## src/design/tart_ctrl_pkg.sv

```systemverilog
`default_nettype none

package tart_ctrl_pkg;

   //////////////////////////////
   // widths
   //////////////////////////////

   localparam int unsigned reg_w       = 8;   // register data width.
   localparam int unsigned axil_data_w = 32;  // bus word, regs in bits 7..0.
   localparam int unsigned axil_addr_w = 4;   // byte address, 4 words.

   typedef logic [1:0] reg_addr_t;            // word index, bits 3..2.

   //////////////////////////////
   // register map
   //////////////////////////////

   localparam reg_addr_t addr_status = 2'd0;  // fifo fill level.
   localparam reg_addr_t addr_flags  = 2'd1;  // pattern plus sticky flags.
   localparam reg_addr_t addr_misc   = 2'd2;  // scratch, read/write.
   localparam reg_addr_t addr_reset  = 2'd3;  // reset pulse control.

   //////////////////////////////
   // reset values and constants
   //////////////////////////////

   localparam logic [reg_w-1:0] misc_rst_val = 8'h3e;

   // upper six bits of the flags word, reads 0xcc with flags clear.
   localparam logic [5:0] flags_pattern = 6'b110011;

   localparam int unsigned rtime_default      = 4;  // pulse length, cycles.
   localparam int unsigned fifo_depth_default = 8;  // capture fifo entries.

endpackage : tart_ctrl_pkg

`default_nettype wire

```

## src/design/axil_reg_bridge.sv

```systemverilog
`default_nettype none

module axil_reg_bridge (
   input  logic                                  clk_i,
   input  logic                                  rst_i,
   // axi4-lite write address and data.
   input  logic                                  s_awvalid_i,
   output logic                                  s_awready_o,
   input  logic [tart_ctrl_pkg::axil_addr_w-1:0] s_awaddr_i,
   input  logic                                  s_wvalid_i,
   output logic                                  s_wready_o,
   input  logic [tart_ctrl_pkg::axil_data_w-1:0] s_wdata_i,
   // axi4-lite write response.
   output logic                                  s_bvalid_o,
   input  logic                                  s_bready_i,
   // axi4-lite read.
   input  logic                                  s_arvalid_i,
   output logic                                  s_arready_o,
   input  logic [tart_ctrl_pkg::axil_addr_w-1:0] s_araddr_i,
   output logic                                  s_rvalid_o,
   input  logic                                  s_rready_i,
   output logic [tart_ctrl_pkg::axil_data_w-1:0] s_rdata_o,
   // register strobe side.
   output logic                                  reg_wr_o,
   output tart_ctrl_pkg::reg_addr_t              reg_waddr_o,
   output logic [tart_ctrl_pkg::reg_w-1:0]       reg_wdata_o,
   output logic                                  reg_rd_o,
   output tart_ctrl_pkg::reg_addr_t              reg_raddr_o,
   input  logic [tart_ctrl_pkg::reg_w-1:0]       reg_rdata_i
);

   import tart_ctrl_pkg::*;

   logic             aw_rdy_q;  // awready and wready together.
   logic             b_vld_q;   // write response pending.
   logic             ar_rdy_q;  // read address accepted.
   logic             r_vld_q;   // read response pending.
   reg_addr_t        waddr_q;   // latched write index.
   logic [reg_w-1:0] wdata_q;   // latched write byte.
   reg_addr_t        raddr_q;   // latched read index.
   logic             wr_take;   // accept write next cycle.
   logic             rd_take;   // accept read next cycle.

   // both channels present, nothing outstanding.
   assign wr_take = s_awvalid_i && s_wvalid_i && !b_vld_q && !aw_rdy_q;
   assign rd_take = s_arvalid_i && !r_vld_q && !ar_rdy_q;

   //////////////////////////////
   // write path
   //////////////////////////////

   always_ff @(posedge clk_i) begin
      if (rst_i) begin
         aw_rdy_q <= 1'b0;
         b_vld_q  <= 1'b0;
      end else begin
         aw_rdy_q <= wr_take;           // one-cycle ready pulse.
         if (aw_rdy_q) begin
            b_vld_q <= 1'b1;            // response after handshake.
         end else if (s_bready_i) begin
            b_vld_q <= 1'b0;            // master took it.
         end
      end
   end

   always_ff @(posedge clk_i) begin
      if (wr_take) begin
         waddr_q <= s_awaddr_i[axil_addr_w-1 -: 2];  // word select.
         wdata_q <= s_wdata_i[reg_w-1:0];             // low byte only.
      end
   end

   //////////////////////////////
   // read path
   //////////////////////////////

   always_ff @(posedge clk_i) begin
      if (rst_i) begin
         ar_rdy_q <= 1'b0;
         r_vld_q  <= 1'b0;
      end else begin
         ar_rdy_q <= rd_take;
         if (ar_rdy_q) begin
            r_vld_q <= 1'b1;            // data registered by now.
         end else if (s_rready_i) begin
            r_vld_q <= 1'b0;
         end
      end
   end

   always_ff @(posedge clk_i) begin
      if (rd_take) begin
         raddr_q <= s_araddr_i[axil_addr_w-1 -: 2];
      end
   end

   assign s_awready_o = aw_rdy_q;
   assign s_wready_o  = aw_rdy_q;
   assign s_bvalid_o  = b_vld_q;
   assign s_arready_o = ar_rdy_q;
   assign s_rvalid_o  = r_vld_q;
   // register block holds its data word until the next read strobe.
   assign s_rdata_o   = {{(axil_data_w - reg_w){1'b0}}, reg_rdata_i};

   assign reg_wr_o    = aw_rdy_q;       // strobe in handshake cycle.
   assign reg_waddr_o = waddr_q;
   assign reg_wdata_o = wdata_q;
   assign reg_rd_o    = ar_rdy_q;
   assign reg_raddr_o = raddr_q;

   //////////////////////////////
   // protocol checks
   //////////////////////////////

   a_bvalid_hold : assert property (@(posedge clk_i) disable iff (rst_i)
      s_bvalid_o && !s_bready_i |=> s_bvalid_o)
      else $error("bvalid dropped before bready");

   a_wr_single : assert property (@(posedge clk_i) disable iff (rst_i)
      reg_wr_o |=> !reg_wr_o)
      else $error("reg_wr_o held for two cycles");

endmodule : axil_reg_bridge

`default_nettype wire

```

## src/design/reset_pulse.sv

```systemverilog
`default_nettype none

module reset_pulse #(
   parameter int unsigned RTIME = tart_ctrl_pkg::rtime_default
) (
   input  logic clk_i,
   input  logic rst_i,
   input  logic req_i,      // single-cycle host request.
   input  logic reset_ni,   // external request, active low.
   output logic reset_o,
   output logic busy_o
);

   localparam int unsigned CNT_W = $clog2(RTIME + 1);

   logic [CNT_W-1:0] cnt_q;   // cycles of pulse left.
   logic             load;    // any request this cycle.

   assign load = req_i || !reset_ni;

   // reload on every request, so a late request restarts the pulse.
   always_ff @(posedge clk_i) begin
      if (rst_i) begin
         cnt_q <= '0;
      end else if (load) begin
         cnt_q <= CNT_W'(RTIME);
      end else if (cnt_q != '0) begin
         cnt_q <= cnt_q - CNT_W'(1);   // count down to idle.
      end
   end

   assign reset_o = (cnt_q != '0);     // high for RTIME cycles.
   assign busy_o  = (cnt_q != '0);     // status bit for reads.

   //////////////////////////////
   // pulse length check
   //////////////////////////////

   // RTIME quiet cycles after the last request end the pulse.
   a_pulse_len : assert property (@(posedge clk_i) disable iff (rst_i)
      load ##1 (!load) [*RTIME] |=> !reset_o)
      else $error("reset_o longer than RTIME cycles");

endmodule : reset_pulse

`default_nettype wire

```

## src/design/sample_fifo.sv

```systemverilog
`default_nettype none

module sample_fifo #(
   parameter int unsigned FIFO_DEPTH = tart_ctrl_pkg::fifo_depth_default
) (
   input  logic                            clk_i,
   input  logic                            rst_i,
   input  logic                            clear_i,     // capture reset pulse.
   // sample stream in, no back-pressure.
   input  logic                            wr_valid_i,
   input  logic [tart_ctrl_pkg::reg_w-1:0] wr_data_i,
   // read port.
   input  logic                            rd_ready_i,
   output logic                            rd_valid_o,
   output logic [tart_ctrl_pkg::reg_w-1:0] rd_data_o,
   // status.
   output logic [tart_ctrl_pkg::reg_w-1:0] fill_level_o,
   output logic                            overflow_o,
   output logic                            underrun_o
);

   import tart_ctrl_pkg::*;

   localparam int unsigned PTR_W = (FIFO_DEPTH > 1) ? $clog2(FIFO_DEPTH) : 1;
   localparam int unsigned CNT_W = $clog2(FIFO_DEPTH + 1);

   logic [reg_w-1:0] mem [FIFO_DEPTH];  // sample storage.
   logic [PTR_W-1:0] wr_ptr_q;
   logic [PTR_W-1:0] rd_ptr_q;
   logic [CNT_W-1:0] count_q;           // entries held.
   logic             overflow_q;
   logic             underrun_q;
   logic             full;
   logic             empty;
   logic             wr_en;
   logic             rd_en;

   // wrap at FIFO_DEPTH, depth need not be a power of two.
   function automatic logic [PTR_W-1:0] ptr_next(input logic [PTR_W-1:0] ptr);
      if (ptr == PTR_W'(FIFO_DEPTH - 1)) begin
         return '0;
      end
      return ptr + PTR_W'(1);
   endfunction

   assign full  = (count_q == CNT_W'(FIFO_DEPTH));
   assign empty = (count_q == '0);
   assign wr_en = wr_valid_i && !full;    // drop while full.
   assign rd_en = rd_ready_i && !empty;

   //////////////////////////////
   // storage
   //////////////////////////////

   always_ff @(posedge clk_i) begin
      if (wr_en) begin
         mem[wr_ptr_q] <= wr_data_i;
      end
   end

   //////////////////////////////
   // pointers, count and flags
   //////////////////////////////

   always_ff @(posedge clk_i) begin
      if (rst_i || clear_i) begin
         wr_ptr_q   <= '0;
         rd_ptr_q   <= '0;
         count_q    <= '0;
         overflow_q <= 1'b0;
         underrun_q <= 1'b0;
      end else begin
         if (wr_en) begin
            wr_ptr_q <= ptr_next(wr_ptr_q);
         end
         if (rd_en) begin
            rd_ptr_q <= ptr_next(rd_ptr_q);
         end
         case ({wr_en, rd_en})
            2'b10:   count_q <= count_q + CNT_W'(1);
            2'b01:   count_q <= count_q - CNT_W'(1);
            default: count_q <= count_q;  // idle or both.
         endcase
         if (wr_valid_i && full) begin
            overflow_q <= 1'b1;           // sticky.
         end
         if (rd_ready_i && empty) begin
            underrun_q <= 1'b1;           // sticky.
         end
      end
   end

   assign rd_valid_o   = !empty;
   assign rd_data_o    = mem[rd_ptr_q];   // head of queue.
   assign fill_level_o = reg_w'(count_q);
   assign overflow_o   = overflow_q;
   assign underrun_o   = underrun_q;

   //////////////////////////////
   // checks
   //////////////////////////////

   a_count_max : assert property (@(posedge clk_i) disable iff (rst_i)
      count_q <= CNT_W'(FIFO_DEPTH))
      else $error("fifo count above depth: %0d", count_q);

endmodule : sample_fifo

`default_nettype wire

```

## src/design/tart_control.sv

```systemverilog
`default_nettype none

module tart_control #(
   parameter int unsigned RTIME = tart_ctrl_pkg::rtime_default
) (
   input  logic                            clk_i,
   input  logic                            rst_i,
   // register strobes from the bus bridge.
   input  logic                            reg_wr_i,
   input  tart_ctrl_pkg::reg_addr_t        reg_waddr_i,
   input  logic [tart_ctrl_pkg::reg_w-1:0] reg_wdata_i,
   input  logic                            reg_rd_i,
   input  tart_ctrl_pkg::reg_addr_t        reg_raddr_i,
   output logic [tart_ctrl_pkg::reg_w-1:0] reg_rdata_o,
   // capture fifo status.
   input  logic [tart_ctrl_pkg::reg_w-1:0] fill_level_i,
   input  logic                            overflow_i,
   input  logic                            underrun_i,
   // reset request and pulse.
   input  logic                            reset_ni,
   output logic                            reset_o
);

   import tart_ctrl_pkg::*;

   logic [reg_w-1:0] misc_q;     // scratch register.
   logic [reg_w-1:0] flags;      // extra flags word.
   logic [reg_w-1:0] rdata_q;    // registered read word.
   logic             rst_req;    // host write to reset reg.
   logic             rst_busy;   // pulse still running.

   assign flags   = {flags_pattern, overflow_i, underrun_i};
   assign rst_req = reg_wr_i && (reg_waddr_i == addr_reset);  // data ignored.

   //////////////////////////////
   // writable registers
   //////////////////////////////

   // only rst_i clears misc, the capture reset pulse leaves it alone.
   always_ff @(posedge clk_i) begin
      if (rst_i) begin
         misc_q <= misc_rst_val;
      end else if (reg_wr_i && (reg_waddr_i == addr_misc)) begin
         misc_q <= reg_wdata_i;
      end
   end

   //////////////////////////////
   // read decode
   //////////////////////////////

   always_ff @(posedge clk_i) begin
      if (reg_rd_i) begin
         case (reg_raddr_i)
            addr_status: rdata_q <= fill_level_i;   // sampled at strobe.
            addr_flags:  rdata_q <= flags;
            addr_misc:   rdata_q <= misc_q;
            default:     rdata_q <= {{(reg_w - 1){1'b0}}, rst_busy};  // reset reg.
         endcase
      end
   end

   assign reg_rdata_o = rdata_q;

   //////////////////////////////
   // reset generator
   //////////////////////////////

   reset_pulse #(
      .RTIME (RTIME)
   ) reset_pulse_inst (
      .clk_i    (clk_i),
      .rst_i    (rst_i),
      .req_i    (rst_req),
      .reset_ni (reset_ni),
      .reset_o  (reset_o),
      .busy_o   (rst_busy)
   );

endmodule : tart_control

`default_nettype wire

```

## src/design/tart_ctrl_top.sv

```systemverilog
`default_nettype none

module tart_ctrl_top #(
   parameter int unsigned RTIME      = tart_ctrl_pkg::rtime_default,
   parameter int unsigned FIFO_DEPTH = tart_ctrl_pkg::fifo_depth_default
) (
   input  logic                                  clk_i,
   input  logic                                  rst_i,
   // axi4-lite slave.
   input  logic                                  s_awvalid_i,
   output logic                                  s_awready_o,
   input  logic [tart_ctrl_pkg::axil_addr_w-1:0] s_awaddr_i,
   input  logic                                  s_wvalid_i,
   output logic                                  s_wready_o,
   input  logic [tart_ctrl_pkg::axil_data_w-1:0] s_wdata_i,
   output logic                                  s_bvalid_o,
   input  logic                                  s_bready_i,
   input  logic                                  s_arvalid_i,
   output logic                                  s_arready_o,
   input  logic [tart_ctrl_pkg::axil_addr_w-1:0] s_araddr_i,
   output logic                                  s_rvalid_o,
   input  logic                                  s_rready_i,
   output logic [tart_ctrl_pkg::axil_data_w-1:0] s_rdata_o,
   // sample stream and read port.
   input  logic                                  samp_valid_i,
   input  logic [tart_ctrl_pkg::reg_w-1:0]       samp_data_i,
   input  logic                                  out_ready_i,
   output logic                                  out_valid_o,
   output logic [tart_ctrl_pkg::reg_w-1:0]       out_data_o,
   // capture reset.
   input  logic                                  reset_ni,
   output logic                                  reset_o
);

   import tart_ctrl_pkg::*;

   logic             reg_wr;        // write strobe.
   reg_addr_t        reg_waddr;
   logic [reg_w-1:0] reg_wdata;
   logic             reg_rd;        // read strobe.
   reg_addr_t        reg_raddr;
   logic [reg_w-1:0] reg_rdata;
   logic [reg_w-1:0] fill_level;
   logic             overflow;
   logic             underrun;

   axil_reg_bridge axil_reg_bridge_inst (
      .clk_i       (clk_i),
      .rst_i       (rst_i),
      .s_awvalid_i (s_awvalid_i),
      .s_awready_o (s_awready_o),
      .s_awaddr_i  (s_awaddr_i),
      .s_wvalid_i  (s_wvalid_i),
      .s_wready_o  (s_wready_o),
      .s_wdata_i   (s_wdata_i),
      .s_bvalid_o  (s_bvalid_o),
      .s_bready_i  (s_bready_i),
      .s_arvalid_i (s_arvalid_i),
      .s_arready_o (s_arready_o),
      .s_araddr_i  (s_araddr_i),
      .s_rvalid_o  (s_rvalid_o),
      .s_rready_i  (s_rready_i),
      .s_rdata_o   (s_rdata_o),
      .reg_wr_o    (reg_wr),
      .reg_waddr_o (reg_waddr),
      .reg_wdata_o (reg_wdata),
      .reg_rd_o    (reg_rd),
      .reg_raddr_o (reg_raddr),
      .reg_rdata_i (reg_rdata)
   );

   tart_control #(
      .RTIME (RTIME)
   ) tart_control_inst (
      .clk_i        (clk_i),
      .rst_i        (rst_i),
      .reg_wr_i     (reg_wr),
      .reg_waddr_i  (reg_waddr),
      .reg_wdata_i  (reg_wdata),
      .reg_rd_i     (reg_rd),
      .reg_raddr_i  (reg_raddr),
      .reg_rdata_o  (reg_rdata),
      .fill_level_i (fill_level),
      .overflow_i   (overflow),
      .underrun_i   (underrun),
      .reset_ni     (reset_ni),
      .reset_o      (reset_o)
   );

   // pulse clears the fifo and also leaves on the pin.
   sample_fifo #(
      .FIFO_DEPTH (FIFO_DEPTH)
   ) sample_fifo_inst (
      .clk_i        (clk_i),
      .rst_i        (rst_i),
      .clear_i      (reset_o),
      .wr_valid_i   (samp_valid_i),
      .wr_data_i    (samp_data_i),
      .rd_ready_i   (out_ready_i),
      .rd_valid_o   (out_valid_o),
      .rd_data_o    (out_data_o),
      .fill_level_o (fill_level),
      .overflow_o   (overflow),
      .underrun_o   (underrun)
   );

endmodule : tart_ctrl_top

`default_nettype wire

```

## config.mk

```make
export PLATFORM = sky130hd
export DESIGN_NAME = tart_ctrl_top
export DESIGN_NICKNAME = d
export VERILOG_FILES = /design/src/design/tart_ctrl_pkg.sv /design/src/design/axil_reg_bridge.sv /design/src/design/reset_pulse.sv /design/src/design/sample_fifo.sv /design/src/design/tart_control.sv /design/src/design/tart_ctrl_top.sv
export SDC_FILE = /design/constraint.sdc
export NUM_CORES = 1
export LEC_CHECK = 0
export BUFFER_PORTS_ARGS = -buffer_cell sky130_fd_sc_hd__buf_2
export CAP_MARGIN = 20
export CORE_ASPECT_RATIO = 1.4
export CORE_MARGIN = 1
export CORE_UTILIZATION = 45
export DETAILED_ROUTE_END_ITERATION = 8
export PLACE_DENSITY = 0.71
export SLEW_MARGIN = 5
export SYNTH_ARGS = -nofsm -noshare
export SYNTH_HDL_FRONTEND = slang
export SYNTH_HIERARCHICAL = 1
export SYNTH_SLANG_ARGS = --single-unit
```

## constraint.sdc

```tcl
create_clock -name clk_i -period 2.65 [get_ports clk_i]
set_clock_uncertainty 0.2 [all_clocks]
set_input_delay 0.53 -clock clk_i [delete_from_list [all_inputs] [get_ports clk_i]]
set_output_delay 0.53 -clock clk_i [all_outputs]
set_load 0.01 [all_outputs]
```

==> impl_metrics.py, run 1 <==
metrics = {
    "global_routing": {
        "track_usage_pct": 15.50,
        "grt_pass1_vias": 2747,
        "grt_max_degree": 24,
        "antenna_found_initial": 0,
        "overflow": 0,
        "grt_pass1_wl_um": 13200,
    },
    "cts": {
        "clkTransAtPathRegs_ps": 50,
        "ctsHtreeMaxLevel": 4,
        "clk_path_buf_depth": 2,
        "cts_buffers": 17,
        "cts_root_buffer": "clkbuf_16",
        "postCtsSetupBuffers": 0,
        "clkSinkCount": 114,
        "cts_tree": "yes",
        "clock_latency_ps": 400,
    },
    "yosys": {
        "synth_top_family_by_area": "multiplexers",
        "yosys.area_share.simple_pct": 8.666,
        "ys.flop_type": "edfxtp_1",
        "ys_async_sr_fraction_pct": 0,
        "synth-xor-area-share_pct": 0.5306,
        "syn_area_per_cell_um2": 14.52,
        "ys_ff_latch": 114,
        "synthCells": 341,
        "yosysWarnings": 6,
        "synth_cell_types": 44,
        "synthMuxAreaShare_pct": 12.18,
        "synth_edf_count": 84,
        "synth_compound_area_share_pct": 4.346,
        "synth_fa_ha_area_share_pct": 2.274,
        "syn_area_um2": 4952,
        "yosysSeqAreaShare_pct": 63.06,
    },
    "job": {
        "drv_cap": 0,
    },
    "final_layout": {
        "drive_above_1_share_pct": 32.13,
        "n_fill_cell": 869,
        "regArea_um2": 3128,
        "multi_input_area_um2": 1494,
        "layout.nets": 468,
        "area_growth_pct": 18.24,
        "fin_area_um2": 5856,
        "antenna_cells": 0,
    },
    "critical_path": {
        "startpoint_type": "flip-flop",
        "cp.arrival_ps": 1850,
        "worstSetupPathType": "flip-flop to output port",
        "cp_max_fo": 8,
        "end_kind": "output port",
        "slowest_stage": "mux4_2",
        "path_cells": "clkbuf_16 -> mux4_2 -> mux2_2 -> buf_2",
        "critPathMaxStageDelay_ps": 490,
        "ff2ff_setup_slack_ps": 180,
        "path_buf_inv": 2,
        "cp.required_ps": 1920,
        "critPathTopFamily": "multiplexers",
    },
    "detailed_routing": {
        "vias": 2753,
        "vias_per_cell": 4.960,
        "totalWireLength_um": 8322,
        "antenna_left": 0,
        "drtPass1Iterations": 4,
        "wire_per_inst_um": 14.99,
        "drcViolationCount": 0,
        "drt_iter0_drc": 189,
    },
    "power_and_ir_drop": {
        "p_leak_nw": 2.195,
        "power.density_nw_per_um2": 796.6,
        "irDropWorstVdd_mv": 0.6475,
    },
    "sta": {
        "finalMaxSlewViolations": 0,
        "setup_violations": 0,
        "fin_crit_sh_pct": 97.36,
        "setup_ws_ps": 69.88,
        "hold_viol": 0,
        "rsz0062_at_grt": "no",
        "fin_crit_ps": 2580,
        "clock.fmax_ghz": 0.3876,
        "fin_setup_tns_ps": 0,
    },
    "place": {
        "io_buffers": 52,
        "dp_hpwl_um": 5455,
        "place.gp.congestion": 0.7673,
        "place_area_um2": 5225,
        "post-place-ws_ps": 122.1,
    },
    "floorplan": {
        "die-area_um2": 11430,
        "die_x_um": 90.66,
        "rows": 45,
        "ioPinCount": 105,
        "start_util_pct": 46.05,
        "core_um2": 10750,
        "chipHeight_um": 126.1,
    },
    "worst_hold_path": {
        "hp-class": "primary input to flip-flop",
    },
    "status": {
        "status": "complete, no violations",
    },
}
[where the power goes]
group | total (W) | internal (W) | switching, W
registers | 0.00202 | 0.00198 | 0.0000412
logic | 0.000357 | 0.000166 | 0.000191
clock network | 0.00229 | 0.00155 | 0.000743
[flip-flops by register name (all words and copies together), names as in the netlist, named ones only]
| register | cells |
|---|---|
| axil_reg_bridge_inst/reg_rd_o | 1 |
| axil_reg_bridge_inst/reg_wdata_o | 8 |
| axil_reg_bridge_inst/reg_wr_o | 1 |
| sample_fifo_inst/mem | 64 |
| tart_control_inst/reset_pulse_inst/cnt_q | 3 |
| sample_fifo_inst/rd_ptr_q | 3 |
| sample_fifo_inst/count_q | 4 |
| axil_reg_bridge_inst/s_rvalid_o | 1 |
| axil_reg_bridge_inst/s_bvalid_o | 1 |
| axil_reg_bridge_inst/reg_raddr_o | 2 |
| axil_reg_bridge_inst/reg_waddr_o | 2 |
| sample_fifo_inst/wr_ptr_q | 3 |
| sample_fifo_inst/overflow_o | 1 |
| tart_control_inst/reg_rdata_o | 8 |
| sample_fifo_inst/underrun_o | 1 |
| tart_control_inst/misc_q | 8 |
[cell type report]
cell class	instances	share of cell area (%)
clock buffer	18	7.329
tap	141	3.013
inverter	11	0.7051
sequential	114	53.42
multi-input combinational	188	25.51
clock inverter	14	2.885
timing repair buffer	69	7.137
[worst paths after layout]
kind                                             startpoint                                   to  cells after the start
worst min-delay path                           s_wdata_i[4]  axil_reg_bridge_inst/reg_wdata_o[4]                      1
worst max-delay path                              flip-flop                        out_data_o[2]                      4
worst max register to register  sample_fifo_inst/count_q[0]          sample_fifo_inst/count_q[3]                      6
worst min register to register  sample_fifo_inst/overflow_o          sample_fifo_inst/overflow_o                      2
[per-stage QoR]
stage	total power (W)	hold WS [ps]	std cells	util (%)
2_1_floorplan	0.002328	232.1	367	-
3_3_place_gp	0.002390	253.2	522	48.59
3_5_place_dp	0.002404	258.0	522	48.59
4_1_cts	0.004703	78.80	554	54.15
5_1_grt	0.004844	78.00	555	54.45
6_report	0.004665	94.31	555	54.45
[kinds of logic (layout without fill, tap and decap cells)]
| family | count (synthesis) | in the layout |
|---|---|---|
| flip-flops | 114 | 114 |
| AND/OR/NAND/NOR | 82 | 82 |
| buffers and inverters | 65 | 112 |
| multiplexers | 38 | 38 |
| AO/OA/AOI/OAI | 28 | 28 |
| adder cells (fa/ha/maj) | 9 | 9 |
| XOR/XNOR | 3 | 3 |
| other | 2 | 28 |
[cells in the mapped netlist (2+ instances only)]
library cell	number	area [um2]
dfxtp_1	30	600.6
nor3_1	7	35.03
nor3b_2	2	25.02
o22ai_1	5	31.28
xor2_1	3	26.28
or3b_2	2	17.52
nor2_1	27	101.4
conb_1	2	7.510
o41ai_4	2	55.05
nand2b_1	10	62.56
edfxtp_1	84	2522
buf_4	42	315.3
clkbuf_1	4	15.01
a31oi_1	3	18.77
buf_6	4	45.04
nor4_1	2	12.51
nand3_1	3	15.01
nand2_1	15	56.30
ha_1	9	112.6
mux2_2	8	90.09
o31ai_1	2	15.01
mux4_2	17	382.9
inv_1	10	37.54
buf_2	3	15.01
a21oi_1	12	60.06
mux2i_1	13	130.1
nand3b_1	3	22.52
[cells in the final DEF, fill, tap and decap left out, drive strengths merged, types with 4 or more instances in the layout]
cell type  instances
edfxtp            84
buf               68
dfxtp             30
conb              28
nor2              27
clkbuf            19
mux4              17
nand2             15
mux2i             13
a21oi             12
inv               11
nand2b            10
ha                 9
clkinv             9
mux2               8
nor3               7
o22ai              5
bufinv             4
[what timing repair did]
action	CTS	global route
setup endpoints to repair	0	10
gates resized for setup	0	4
hold buffers	0	0
[layer usage]
metal	global-route usage (%)	routed length [um]	vias up
met4	6.831	74	0
met1	16.16	3241	1363
met2	27.63	4594	73
met5	0	0	-
li1	-	-	1308
met3	5.737	411	9
(Power assumes the default switching activity.)
==> run 2, diff against run 1 <==
--- a/config.mk
+++ b/config.mk
@@ -8,7 +8,7 @@
 export BUFFER_PORTS_ARGS = -buffer_cell sky130_fd_sc_hd__buf_2
 export CAP_MARGIN = 20
 export CORE_ASPECT_RATIO = 1.4
-export CORE_MARGIN = 1
+export CORE_MARGIN = 2
 export CORE_UTILIZATION = 45
 export DETAILED_ROUTE_END_ITERATION = 8
 export PLACE_DENSITY = 0.71
==> run 2 against run 1 <==
  * Wire length is 3.2% higher
  * Global-route usage increased by 0.22 points
  * Combinational power grew 3%
  * Clock power hardly changed
  * Critical endpoint is now out_data_o[3]
==> impl_metrics.py, run 2 (synthesized netlist as in run 1, its figures left out) <==
metrics = {
    "global_routing": {
        "grt_max_degree": 24,
        "antenna_found_initial": 0,
        "grt_pass1_vias": 2798,
        "overflow": 0,
        "grt_pass1_wl_um": 13770,
        "track_usage_pct": 15.73,
    },
    "cts": {
        "clkTransAtPathRegs_ps": 50,
        "ctsHtreeMaxLevel": 4,
        "clock_latency_ps": 400,
        "cts_tree": "yes",
        "clk_path_buf_depth": 2,
        "cts_buffers": 17,
        "postCtsHoldBufs": 0,
        "cts_root_buffer": "clkbuf_16",
        "clkSinkCount": 114,
    },
    "sta": {
        "setup_violations": 0,
        "fin_crit_sh_pct": 98.10,
        "finalMaxSlewViolations": 0,
        "fin_crit_ps": 2600,
        "relSlewSlack_pct": 61.40,
        "worst_pin_slew_ps": 578.2,
        "hold_viol": 0,
        "clock.fmax_ghz": 0.3846,
        "setup_ws_ps": 50.22,
        "fin_setup_tns_ps": 0,
    },
    "critical_path": {
        "r2r-start": "sample_fifo_inst/count_q[1]",
        "cp.required_ps": 1920,
        "cp.arrival_ps": 1870,
        "cp_max_fo": 8,
        "end_kind": "output port",
        "startpoint_type": "flip-flop",
        "worstSetupPathType": "flip-flop to output port",
    },
    "final_layout": {
        "multi_input_area_um2": 1509,
        "drive_above_1_share_pct": 32.77,
        "layout_commonest_cell": "edfxtp_1",
        "antenna_cells": 0,
        "layout.nets": 469,
        "n_fill_cell": 895,
        "area_growth_pct": 18.97,
        "final_cell_mix": "edfxtp_1, buf_2, conb_1, dfxtp_1, nor2_1",
        "regArea_um2": 3129,
        "largest_reg_flops": 64,
        "top_register": "sample_fifo_inst/mem",
    },
    "detailed_routing": {
        "vias_per_cell": 4.908,
        "wire_per_inst_um": 15.45,
        "vias": 2729,
        "drtPass1Iterations": 4,
        "drcViolationCount": 0,
        "drt_iter0_drc": 116,
        "totalWireLength_um": 8591,
        "antenna_left": 0,
    },
    "floorplan": {
        "die_x_um": 92.66,
        "rows": 45,
        "chipHeight_um": 128.1,
        "core_um2": 10810,
        "die-area_um2": 11870,
        "ioPinCount": 105,
        "start_util_pct": 45.81,
    },
    "power_and_ir_drop": {
        "total_power_w": 0.004677,
        "p_leak_nw": 2.214,
        "power.density_nw_per_um2": 793.8,
        "irDropWorstVdd_mv": 0.6274,
    },
    "place": {
        "post-place-ws_ps": 120.5,
        "dp_hpwl_um": 5621,
        "place.gp.congestion": 0.7967,
        "io_buffers": 52,
    },
    "status": {
        "status": "complete, no violations",
    },
    "worst_hold_path": {
        "hp-class": "primary input to flip-flop",
        "hp-start": "s_wdata_i[4]",
    },
    "job": {
        "drv_cap": 0,
    },
}
[run 2: cell types whose count changed in the layout (fill, tap and decap cells not counted), moves of 3 or more]
cell and change:
clkbuf_1 +3, mux2_4 +4, mux2_2 -4, clkinv_1 -4
[run 2: repair_timing]
| item | 4_1_cts | 5_1_grt |
|---|---|---|
| setup endpoints to repair | 6 | 6 |
| resized for setup | 3 | 8 |
| setup buffers | 0 | 0 |
| gates cloned | 1 | 0 |
[run 2: cell type report]
cell class | count | area share [%]
clock buffers | 21 | 7.475
clock inverters | 11 | 2.739
inverters | 11 | 0.7008
multi-input cells | 188 | 25.61
well taps | 141 | 2.994
repair buffers | 70 | 7.369
flip-flops and latches | 114 | 53.11
[run 2: power breakdown]
| group | switching (W) | internal (W) | total (W) |
|---|---|---|---|
| Combinational | 0.000194 | 0.000175 | 0.000369 |
| Sequential | 0.0000396 | 0.00198 | 0.00202 |
| Clock | 0.000730 | 0.00156 | 0.00229 |
[run 2: metal layers]
layer | vias up | track usage [%] | wire, um
met2 | 74 | 28.21 | 4737
met3 | 13 | 5.938 | 399
met4 | 0 | 6.488 | 145
li1 | 1309 | - | -
met1 | 1333 | 16.45 | 3309
met5 | - | 0 | 0
[run 2: worst paths after layout]
kind	endpoint	cells past startpoint	slack, ps
setup / recovery	out_data_o[3]	4	50
hold / removal	axil_reg_bridge_inst/reg_wdata_o[4]	1	100
setup reg to reg	sample_fifo_inst/count_q[2]	9	170
hold reg to reg	sample_fifo_inst/overflow_o	2	280
[run 2: stage by stage]
step / hold slack [ps] / util [%] / instances / area [um2]
2_1_floorplan: 232.1 / - / 367 / 5050
3_3_place_gp: 256.2 / 48.40 / 523 / 5233
3_5_place_dp: 271.3 / 48.40 / 523 / 5233
4_1_cts: 77.97 / 54.26 / 556 / 5866
5_1_grt: 72.35 / 54.50 / 556 / 5892
6_report: 101.5 / 54.50 / 556 / 5892
[run 2: critical path: stages, from the launching register on]
cell     delay [ps]
dfxtp_4         380
buf_16          150
mux4_2          510
mux2_4          290
buf_2           140
